==> config.mk <==
export PLATFORM = sky130hd
export DESIGN_NAME = rom_loader_top
export DESIGN_NICKNAME = d
export VERILOG_FILES = /design/src/rom_load_pkg.sv /design/src/rom_loader_top.sv /design/src/rom_load_status.sv /design/src/sdram_port_writer.sv /design/src/rom_region_decode.sv
export SDC_FILE = /design/constraint.sdc
export NUM_CORES = 1
export LEC_CHECK = 0
export ABC_AREA = 1
export BUFFER_PORTS_ARGS = -buffer_cell sky130_fd_sc_hd__buf_2
export CAP_MARGIN = 20
export CORE_ASPECT_RATIO = 0.8
export CORE_MARGIN = 2
export CORE_UTILIZATION = 35
export DETAILED_ROUTE_END_ITERATION = 8
export MAX_ROUTING_LAYER = met4
export PLACE_DENSITY = 0.59
export SLEW_MARGIN = 30
export SYNTH_ARGS = -nofsm -noshare
export SYNTH_HDL_FRONTEND = slang
export SYNTH_HIERARCHICAL = 1
export SYNTH_SLANG_ARGS = --single-unit
==> constraint.sdc <==
create_clock -name clk_sd -period 3.6 [get_ports clk_sd]
set_input_delay 0.72 -clock clk_sd [delete_from_list [all_inputs] [get_ports clk_sd]]
set_output_delay 0.72 -clock clk_sd [all_outputs]
set_load 0.005 [all_outputs]
==> src/rom_load_pkg.sv <==
/*
 * Shared definitions for the ROM download path
 *   rom_region_e  destination of a downloaded byte
 *   dl_addr_u     download address, linear or sprite view
 *   dl_cmd_t      decoded download command
 *   port_wr_t     SDRAM port write word
 *   pal_wr_t      palette and sprite LUT write
 */
package rom_load_pkg;

	// ======================================================================
	// ROM map
	// ======================================================================

	// 00000-07FFF main CPU, 08000-09FFF sound CPU, 0A000-0FFFF tiles
	localparam logic [24:0] snd_base  = 25'h000_8000;
	localparam logic [24:0] tile_base = 25'h000_A000;

	// 10000-1BFFF sprite graphics, six ROMs merged into 32-bit words
	localparam logic [24:0] spr_base  = 25'h001_0000;

	// 1C000-1C31F character palette, sprite palette and sprite LUT
	localparam logic [24:0] pal_base  = 25'h001_C000;
	localparam logic [24:0] pal_end   = 25'h001_C31F;

	typedef enum logic [2:0] {
		region_main   = 3'd0,
		region_sound  = 3'd1,
		region_tile   = 3'd2,
		region_sprite = 3'd3,
		region_pal    = 3'd4,
		region_none   = 3'd7
	} rom_region_e;

	// ======================================================================
	// Download address views
	// ======================================================================

	// Sprite view, valid only once the sprite base has been removed
	typedef struct packed {
		logic [8:0]  upper;
		logic        half;
		logic        lane;
		logic [13:0] offset;
	} spr_addr_t;

	typedef union packed {
		logic [24:0] linear;
		spr_addr_t   spr;
	} dl_addr_u;

	typedef struct packed {
		logic        valid;
		rom_region_e region;
		dl_addr_u    addr;
		logic [7:0]  data;
	} dl_cmd_t;

	// ======================================================================
	// Write ports
	// ======================================================================

	typedef struct packed {
		logic [22:0] addr;
		logic [1:0]  ds;
		logic [15:0] data;
	} port_wr_t;

	typedef struct packed {
		logic [16:0] addr;
		logic [7:0]  data;
	} pal_wr_t;

endpackage
==> src/rom_loader_top.sv <==
/*
 * ROM download subsystem
 * Byte decoder, SDRAM port writer and load status on the SDRAM clock
 */
`timescale 1ns/10ps

module rom_loader_top #(
	parameter logic [15:0] RESET_CYCLES = 16'hffff
) (
	input  logic                   clk_sd,
	input  logic                   rst,
	input  logic                   download,
	input  logic                   wr,
	input  logic [24:0]            addr,
	input  logic [7:0]             data,
	input  logic                   reset_request,
	output logic                   port1_req,
	output rom_load_pkg::port_wr_t port1_wr,
	output logic                   port2_req,
	output rom_load_pkg::port_wr_t port2_wr,
	output logic                   port_we,
	output logic                   pal_strobe,
	output rom_load_pkg::pal_wr_t  pal_wr,
	output logic                   rom_loaded,
	output logic                   game_reset
);
	import rom_load_pkg::*;

	dl_cmd_t cmd;

	// Both ports only ever write while a download is running
	assign port_we = download;

	rom_region_decode u_rom_region_decode (
		.clk_sd   (clk_sd),
		.rst      (rst),
		.download (download),
		.wr       (wr),
		.addr     (addr),
		.data     (data),
		.cmd      (cmd)
	);

	sdram_port_writer u_sdram_port_writer (
		.clk_sd     (clk_sd),
		.rst        (rst),
		.cmd        (cmd),
		.port1_req  (port1_req),
		.port2_req  (port2_req),
		.pal_strobe (pal_strobe),
		.port1_wr   (port1_wr),
		.port2_wr   (port2_wr),
		.pal_wr     (pal_wr)
	);

	rom_load_status #(
		.RESET_CYCLES (RESET_CYCLES)
	) u_rom_load_status (
		.clk_sd        (clk_sd),
		.rst           (rst),
		.download      (download),
		.reset_request (reset_request),
		.rom_loaded    (rom_loaded),
		.game_reset    (game_reset)
	);

endmodule

==> src/rom_load_status.sv <==
/*
 * Download status and game reset
 * Flags the ROM as loaded when the download ends and holds the game
 * in reset for a programmable number of cycles
 */
`timescale 1ns/10ps

module rom_load_status #(
	parameter logic [15:0] RESET_CYCLES = 16'hffff
) (
	input  logic clk_sd,
	input  logic rst,
	input  logic download,
	input  logic reset_request,
	output logic rom_loaded,
	output logic game_reset
);

	logic        download_q;
	logic [15:0] reset_count;

	// Loaded on the falling edge of download, only rst clears it
	always_ff @(posedge clk_sd) begin
		if (rst) begin
			download_q <= 1'b0;
			rom_loaded <= 1'b0;
		end else begin
			download_q <= download;
			if (download_q && !download)
				rom_loaded <= 1'b1;
		end
	end

	// ======================================================================
	// Reset counter
	// ======================================================================

	// Reload while nothing is loaded or the user asks for a reset
	always_ff @(posedge clk_sd) begin
		if (rst) begin
			reset_count <= RESET_CYCLES;
			game_reset  <= 1'b1;
		end else begin
			if (!rom_loaded || reset_request)
				reset_count <= RESET_CYCLES;
			else if (reset_count != 16'd0)
				reset_count <= reset_count - 16'd1;
			// One more cycle here, the game sees reset drop RESET_CYCLES+1 after reload
			game_reset <= (reset_count != 16'd0);
		end
	end

endmodule

==> src/sdram_port_writer.sv <==
/*
 * SDRAM port writer
 * Turns decoded download commands into toggle requests on SDRAM
 * ports 1 and 2 and a write pulse for the palette and sprite LUT
 */
`timescale 1ns/10ps

module sdram_port_writer (
	input  logic                   clk_sd,
	input  logic                   rst,
	input  rom_load_pkg::dl_cmd_t  cmd,
	output logic                   port1_req,
	output logic                   port2_req,
	output logic                   pal_strobe,
	output rom_load_pkg::port_wr_t port1_wr,
	output rom_load_pkg::port_wr_t port2_wr,
	output rom_load_pkg::pal_wr_t  pal_wr
);
	import rom_load_pkg::*;

	logic is_port1;
	logic is_port2;
	logic is_pal;

	always_comb begin
		is_port1 = 1'b0;
		is_port2 = 1'b0;
		is_pal   = 1'b0;
		if (cmd.valid) begin
			case (cmd.region)
				region_main, region_sound, region_tile: is_port1 = 1'b1;
				region_sprite:                          is_port2 = 1'b1;
				region_pal:                             is_pal   = 1'b1;
				default:                                ;
			endcase
		end
	end

	// ======================================================================
	// Request toggles and palette pulse
	// ======================================================================

	always_ff @(posedge clk_sd) begin
		if (rst) begin
			port1_req  <= 1'b0;
			port2_req  <= 1'b0;
			pal_strobe <= 1'b0;
		end else begin
			// The SDRAM controller sees a new request on every edge of req
			if (is_port1)
				port1_req <= ~port1_req;
			if (is_port2)
				port2_req <= ~port2_req;
			pal_strobe <= is_pal;
		end
	end

	// ======================================================================
	// Write payloads
	// ======================================================================

	// Port 1 is 16 bits wide, address bit 0 picks the byte lane
	always_ff @(posedge clk_sd) begin
		if (is_port1) begin
			port1_wr.addr <= cmd.addr.linear[23:1];
			port1_wr.ds   <= {cmd.addr.linear[0], ~cmd.addr.linear[0]};
			port1_wr.data <= {cmd.data, cmd.data};
		end
	end

	// The half bit becomes the lowest word address bit, so the two halves
	// of the sprite set land in consecutive words and read back as 32 bits
	always_ff @(posedge clk_sd) begin
		if (is_port2) begin
			port2_wr.addr <= {cmd.addr.spr.upper[7:0], cmd.addr.spr.offset,
				cmd.addr.spr.half};
			port2_wr.ds   <= {cmd.addr.spr.lane, ~cmd.addr.spr.lane};
			port2_wr.data <= {cmd.data, cmd.data};
		end
	end

	always_ff @(posedge clk_sd) begin
		if (is_pal) begin
			pal_wr.addr <= cmd.addr.linear[16:0];
			pal_wr.data <= cmd.data;
		end
	end

endmodule

==> src/rom_region_decode.sv <==
/*
 * Download byte decoder
 * Samples the download stream, detects the rising edge of the write
 * strobe and sorts each accepted byte into a ROM region
 */
`timescale 1ns/10ps

module rom_region_decode (
	input  logic                  clk_sd,
	input  logic                  rst,
	input  logic                  download,
	input  logic                  wr,
	input  logic [24:0]           addr,
	input  logic [7:0]            data,
	output rom_load_pkg::dl_cmd_t cmd
);
	import rom_load_pkg::*;

	logic        download_q;
	logic        wr_q;
	logic        wr_prev;
	logic [24:0] addr_q;
	logic [7:0]  data_q;
	logic        accept;
	dl_cmd_t     cmd_next;

	// Input stage for the download level and the write strobe history
	always_ff @(posedge clk_sd) begin
		if (rst) begin
			download_q <= 1'b0;
			wr_q       <= 1'b0;
			wr_prev    <= 1'b0;
		end else begin
			download_q <= download;
			wr_q       <= wr;
			wr_prev    <= wr_q;
		end
	end

	always_ff @(posedge clk_sd) begin
		addr_q <= addr;
		data_q <= data;
	end

	// A byte counts once per low-to-high transition of wr
	assign accept = download_q & wr_q & ~wr_prev;

	// ======================================================================
	// Region classification
	// ======================================================================

	always_comb begin
		cmd_next             = '0;
		cmd_next.data        = data_q;
		cmd_next.addr.linear = addr_q;

		if (addr_q < snd_base) begin
			cmd_next.region = region_main;
		end else if (addr_q < tile_base) begin
			cmd_next.region = region_sound;
		end else if (addr_q < spr_base) begin
			cmd_next.region = region_tile;
		end else if (addr_q < pal_base) begin
			cmd_next.region = region_sprite;
			// Sprite bytes are addressed relative to the first sprite ROM
			cmd_next.addr.linear = addr_q - spr_base;
		end else if (addr_q <= pal_end) begin
			cmd_next.region = region_pal;
		end else begin
			cmd_next.region = region_none;
		end

		cmd_next.valid = accept && (cmd_next.region != region_none);
	end

	always_ff @(posedge clk_sd) begin
		if (rst) begin
			cmd.valid <= 1'b0;
		end else begin
			cmd <= cmd_next;
		end
	end

endmodule

==> key figures, run 1 <==
Critical path
  – CP max stage cell: edfxtp_1
  – CP required: 2.88 ns
  – Bufs and invs on worst path: 1
  – R2R Path Start: u_rom_region_decode/cmd[33]
  – Worst reg-to-reg setup slack: 1.95 ns
  – Reg-to-Reg End: u_sdram_port_writer/port1_wr[28]
  – CP Max Fanout: 1
  – Critical Path End Type: output pin
  – Crit start category: flip-flop
  – Setup CP Type: reg2out
  – CP top delay family: flip-flops
  – R2r worst-path depth: 4
  – Slowest stage delay, CP: 0.42 ns
  – Worst Path Arrival: 0.99 ns
  – Crit-path cells: buf_2
  – Critical path depth: 1

Power and ir drop
  – Sequential Power Share: 56.7%
  – Clk pwr share: 41.7%
  – P_int: 3.30 mW
  – Sw Ratio: 20.3%
  – Combinational power share: 1.5%
  – NetSw: 0.841 mW
  – Leakage: 3.18 nW
  – Power per Cell Area: 528 nW/µm²
  – Max rail drop VDD: 0.286 mV
  – Total power: 4.14 mW

Clocking
  – Total clock sinks: 185
  – Cts hold-fix bufs: 0
  – Post-CTS Setup Inserts: 0
  – CTS tree: done
  – Skew-Pair Late Insertion Delay: 0.42 ns
  – CTS max path bufs: 2
  – Reg clk slew, reported paths: 0.07 ns
  – H-tree levels: 4
  – CTS Root Cell: clkbuf_16
  – Resized Gates After CTS: 0
  – TritonCTS Buffers: 17

Worst hold path
  – WHS Path Cells: 1
  – Worst Min Path Start: addr[15]
  – Tightest Hold Check Type: in2reg
  – Hold Path End: u_rom_region_decode/addr_q[15]

Drt
  – Initial DRC Count: 231
  – Vias per cell: 4.35
  – Wire per inst: 14.7 µm
  – Post-Route WL: 12600 µm
  – Residual DRC count: 0
  – Vias: 3729
  – DRT antenna net count: 0
  – Iteration count of the initial detailed-routing pass: 4

Placed design
  – DP HPWL: 9100 µm
  – Final GP Congestion: 0.793
  – Input/output buffers: 150
  – Placed Cells: 826

STA
  – Worst slew pin tran: 0.745 ns
  – Fin Setup TNS: 0 ns
  – Final Max Slew Viols: 0
  – Setup violators final: 0
  – Tcrit/Tclk final: 47.4%
  – Clk_skew: 0.0101 ns
  – Worst hold slack: 0.398 ns
  – Endpoints failing hold: 0
  – RSZ-0062 raised after global routing: no
  – Slew margin rel.: 50.2%
  – F_max: 0.586 GHz
  – Post-route minimum period: 1.71 ns

Run status
  – Run status: finished clean

Floorplanning
  – # IOs: 151
  – Die area: 19200 µm²
  – Die W: 154 µm
  – Die H: 124 µm
  – Initial core utilization: 36.1%
  – Number of core rows: 43
  – Core area: 17500 µm²

Finish
  – Share of layout cells above drive strength 1: 32.9%
  – Ant diodes: 0
  – Layout area overhead: 23.9%
  – Fin cells: 858
  – Util after Layout: 44.7%
  – Footprint of the multi-input gates: 1060 µm²
  – Register area: 4960 µm²
  – Filler cells: 1587
  – Nets: 661

Synthesis
  – Syn_area_per_cell: 13.5 µm²
  – Yosys warnings: 6
  – Syn_nets: 510
  – Mapped Area: 6330 µm²
  – Mapped Cells: 469

Global route
  – Total gr overflow: 0
  – Vias in the first global route: 3705
  – Antenna violations before repair: 0
  – Gr usage total: 13.8%
  – First-pass GRT wire length: 19500 µm
  – Largest net degree at the start of global routing: 36

Flow run
  – # Max-Cap Violations: 0
[per-stage QoR]
stage | area [µm²] | setup slack [ns]
final | 7850 | 1.89
after global routing | 7850 | 1.83
after CTS | 7850 | 1.86
after detailed placement | 7300 | 1.71
after global placement | 7240 | 1.73
after floorplan | 6330 | 0.957
[metal layers]
layer	vias up	track usage, %	part of all wire, %
li1	1859	-	-
met1	1719	18.0	48
met2	141	20.8	45
met3	10	3.51	6.0
met4	0	5.39	1.1
met5	-	-	0
[layout by cell type, fill, tap and decap left out]
cell type	count
nor4_1	1
clkinv_4	1
nor3_1	3
buf_2	150
nor2_1	53
nor2_4	6
clkbuf_1	2
nand3_1	14
xnor2_1	2
xor2_1	1
buf_4	1
o21ai_1	4
a21oi_1	10
nor3_2	2
clkinv_1	1
clkinvlp_4	2
nand2_2	4
nor2_2	6
o21ai_0	5
nand2_4	2
ha_1	3
inv_1	45
bufinv_16	1
a21oi_2	1
edfxtp_1	126
nand3_2	2
nand4_1	8
clkbuf_16	17
clkinv_2	4
nand3b_1	4
dfxtp_1	59
buf_16	2
nand4_2	1
inv_6	5
inv_2	1
nand2_1	84
[area by class of cell]
| type | instances | area share (%) |
|---|---|---|
| Clock inverter | 13 | 1.48 |
| Tap cell | 225 | 3.59 |
| Multi-Input combinational cell | 216 | 13.5 |
| Clock buffer | 19 | 5.52 |
| Sequential cell | 185 | 63.3 |
| Inverter | 47 | 2.26 |
| Timing Repair Buffer | 153 | 10.4 |
[flip-flops by register name, indices dropped and copies added, names as in the netlist, 8 cells and up]
register	cells
u_sdram_port_writer/pal_wr	25
u_rom_region_decode/addr_q	25
u_sdram_port_writer/port1_wr	33
u_rom_region_decode/cmd	36
u_sdram_port_writer/port2_wr	33
u_rom_region_decode/data_q	8
u_rom_load_status/reset_count	16
[power groups by stage]
stage,combinational (mW),sequential (mW),clock (mW)
final,0.0629,2.35,1.73
after detailed placement,0.0639,2.40,0
after global routing,0.0731,2.35,1.86
after global placement,0.0627,2.39,0
after CTS,0.0646,2.35,1.77
after floorplan,0.0329,2.38,0
[worst max path at each step]
stage / slack, ns / start / endpoint
CTS: 1.86 / u_sdram_port_writer/port2_wr[35] / port2_wr[35]
detailed placement: 1.71 / rst / u_rom_region_decode/cmd[3]
global placement: 1.73 / rst / u_rom_region_decode/cmd[3]
floorplan: 0.96 / u_rom_region_decode/cmd[34] / u_sdram_port_writer/pal_wr[0]
global route: 1.83 / u_rom_region_decode/cmd[35] / u_sdram_port_writer/port1_wr[29]
finish: 1.89 / u_sdram_port_writer/port2_wr[35] / port2_wr[35]
Power figures use the tool's default switching activity.
==> run 2: changes to the inputs <==
- clock period: 3.6 -> 1.65 ns (I/O delays scaled with it)
==> run 2 against run 1 <==
Sequential power rose by 120%. Non-clock buffer count up 35. Utilization rose by 2.3 points.
==> key figures, run 2 (synthesis results as in run 1) <==
Run status
  – Run status: finished clean

Finish
  – Layout area overhead: 30.4%
  – Max reg flops: 36
  – Fin cells: 893
  – Filler cells: 1567
  – Footprint of the multi-input gates: 1060 µm²
  – Share of layout cells above drive strength 1: 32.5%
  – Leading cell type in the layout, fill and taps excluded: buf_2
  – Largest registers: u_rom_region_decode/cmd: 36 flops, u_sdram_port_writer/port1_wr: 33 flops, u_sdram_port_writer/port2_wr: 33 flops
  – Ant diodes: 0
  – Biggest register: u_rom_region_decode/cmd
  – Register area: 4960 µm²
  – Commonest cells after routing, fill and taps aside: 150 x buf_2, 126 x edfxtp_1, 84 x nand2_1, 59 x dfxtp_1, 53 x nor2_1
  – Nets: 696

Drt
  – Residual DRC count: 0
  – DRT antenna net count: 0
  – Post-Route WL: 13100 µm
  – Vias: 3903
  – Initial DRC Count: 184
  – Vias per cell: 4.37
  – Wire per inst: 14.7 µm
  – Iteration count of the initial detailed-routing pass: 5

STA
  – Tcrit/Tclk final: 88.7%
  – Worst hold slack: 0.0211 ns
  – F_max: 0.683 GHz
  – Clk_skew: 0.00927 ns
  – Worst slew pin tran: 0.381 ns
  – Setup violators final: 0
  – Post-route minimum period: 1.46 ns
  – Fin Setup TNS: 0 ns
  – Endpoints failing hold: 0
  – Final Max Slew Viols: 0
  – Slew margin rel.: 74.5%
  – RSZ-0062 raised after global routing: no

Critical path
  – R2r worst-path depth: 7
  – Crit-path cells: inv_1, ha_1, nand2_4, nor2_4, nand2_2, nand2_1, nand3_1
  – Critical Path End Type: flip-flop
  – Worst reg-to-reg setup slack: 0.19 ns
  – CP Max Fanout: 8
  – Worst Path Arrival: 1.75 ns
  – Crit start category: flip-flop
  – R2R Path Start: u_rom_load_status/reset_count[0]
  – Reg-to-Reg End: u_rom_load_status/reset_count[0]
  – Setup CP Type: reg2reg
  – Slowest stage delay, CP: 0.33 ns
  – CP top delay family: simple AND/OR/NAND/NOR gates
  – Bufs and invs on worst path: 1
  – CP required: 1.94 ns
  – CP max stage cell: dfxtp_1

Floorplanning
  – Die area: 19200 µm²
  – Number of core rows: 43
  – Die H: 124 µm
  – Die W: 154 µm
  – Core area: 17500 µm²
  – Initial core utilization: 36.1%
  – # IOs: 151

Global route
  – Total gr overflow: 0
  – Vias in the first global route: 3831
  – Antenna violations before repair: 0
  – Gr usage total: 14.3%
  – First-pass GRT wire length: 20000 µm
  – Largest net degree at the start of global routing: 21

Clocking
  – CTS Root Cell: clkbuf_16
  – Skew-Pair Late Insertion Delay: 0.42 ns
  – Total clock sinks: 185
  – CTS tree: done
  – TritonCTS Buffers: 17
  – Post-CTS Setup Inserts: 0
  – CTS max path bufs: 2
  – Cts hold-fix bufs: 25
  – Reg clk slew, reported paths: 0.07 ns
  – H-tree levels: 4
  – Resized Gates After CTS: 0

Power and ir drop
  – Leakage: 3.38 nW
  – Max rail drop VDD: 0.683 mV
  – Power per Cell Area: 1140 nW/µm²

Placed design
  – Placed Cells: 833
  – DP HPWL: 9410 µm
  – Input/output buffers: 150
  – Final GP Congestion: 0.800

Worst hold path
  – Tightest Hold Check Type: in2reg
  – Worst Min Path Start: addr[2]
  – Hold Path End: u_rom_region_decode/addr_q[2]
  – WHS Path Cells: 1

Flow run
  – # Max-Cap Violations: 0
[run 2: cell types whose count changed in the layout (fill, tap and decap cells not counted), moves of 2 or more]
cell	before	now
buf_12	0	4
dlygate4sd3_1	0	28
clkinv_2	4	1
clkinvlp_4	2	0
inv_8	0	4
buf_4	1	6
buf_16	2	0
[run 2: metrics by stage]
step / power, mW / worst slack (ns) / util (%) / area (µm²)
final: 9.41 / 0.186 / 47.1 / 8260
after global routing: 9.77 / 0.0658 / 47.1 / 8260
after CTS: 9.54 / 0.187 / 46.9 / 8230
after detailed placement: 5.38 / 0.206 / 42.0 / 7360
after global placement: 5.37 / 0.236 / 42.0 / 7360
after floorplan: 5.27 / 0.0936 / - / 6350
[run 2: routing by layer]
| metal | global-route usage (%) | share of wire [%] | wire (µm) | vias to the layer above |
|---|---|---|---|---|
| met2 | 21.9 | 46 | 5980 | 135 |
| met5 | - | 0 | 0 | - |
| met1 | 17.9 | 46 | 6040 | 1823 |
| li1 | - | - | - | 1931 |
| met4 | 5.17 | 1.5 | 201 | 0 |
| met3 | 4.45 | 6.6 | 866 | 14 |
[run 2: worst max path at each step]
stage                                     start                                to  slack, ns  cells past startpoint
3_3_place_gp        u_rom_region_decode/cmd[33]  u_sdram_port_writer/port1_wr[14]       0.24                      4
6_report       u_rom_load_status/reset_count[0]  u_rom_load_status/reset_count[0]       0.19                      7
4_1_cts             u_rom_region_decode/cmd[33]  u_sdram_port_writer/port1_wr[27]       0.19                      4
2_1_floorplan       u_rom_region_decode/cmd[33]  u_sdram_port_writer/port1_wr[10]       0.09                      3
3_5_place_dp   u_rom_load_status/reset_count[0]  u_rom_load_status/reset_count[0]       0.21                      7
5_1_grt        u_rom_load_status/reset_count[0]  u_rom_load_status/reset_count[1]       0.07                      7
[run 2: cell type report]
class / instances / area share [%]
multi-input cells: 216 / 12.9
clock buffers: 20 / 5.67
flip-flops and latches: 185 / 60.1
clock inverters: 12 / 1.74
well taps: 225 / 3.41
repair buffers: 188 / 14.0
inverters: 47 / 2.15
[run 2: where the power goes]
group	leakage, nW	switching [mW]	internal, mW
sequential	1.65	0.0745	5.05
clock	0.302	1.79	2.29
combinational	1.43	0.0950	0.105
total	3.38	1.96	7.44
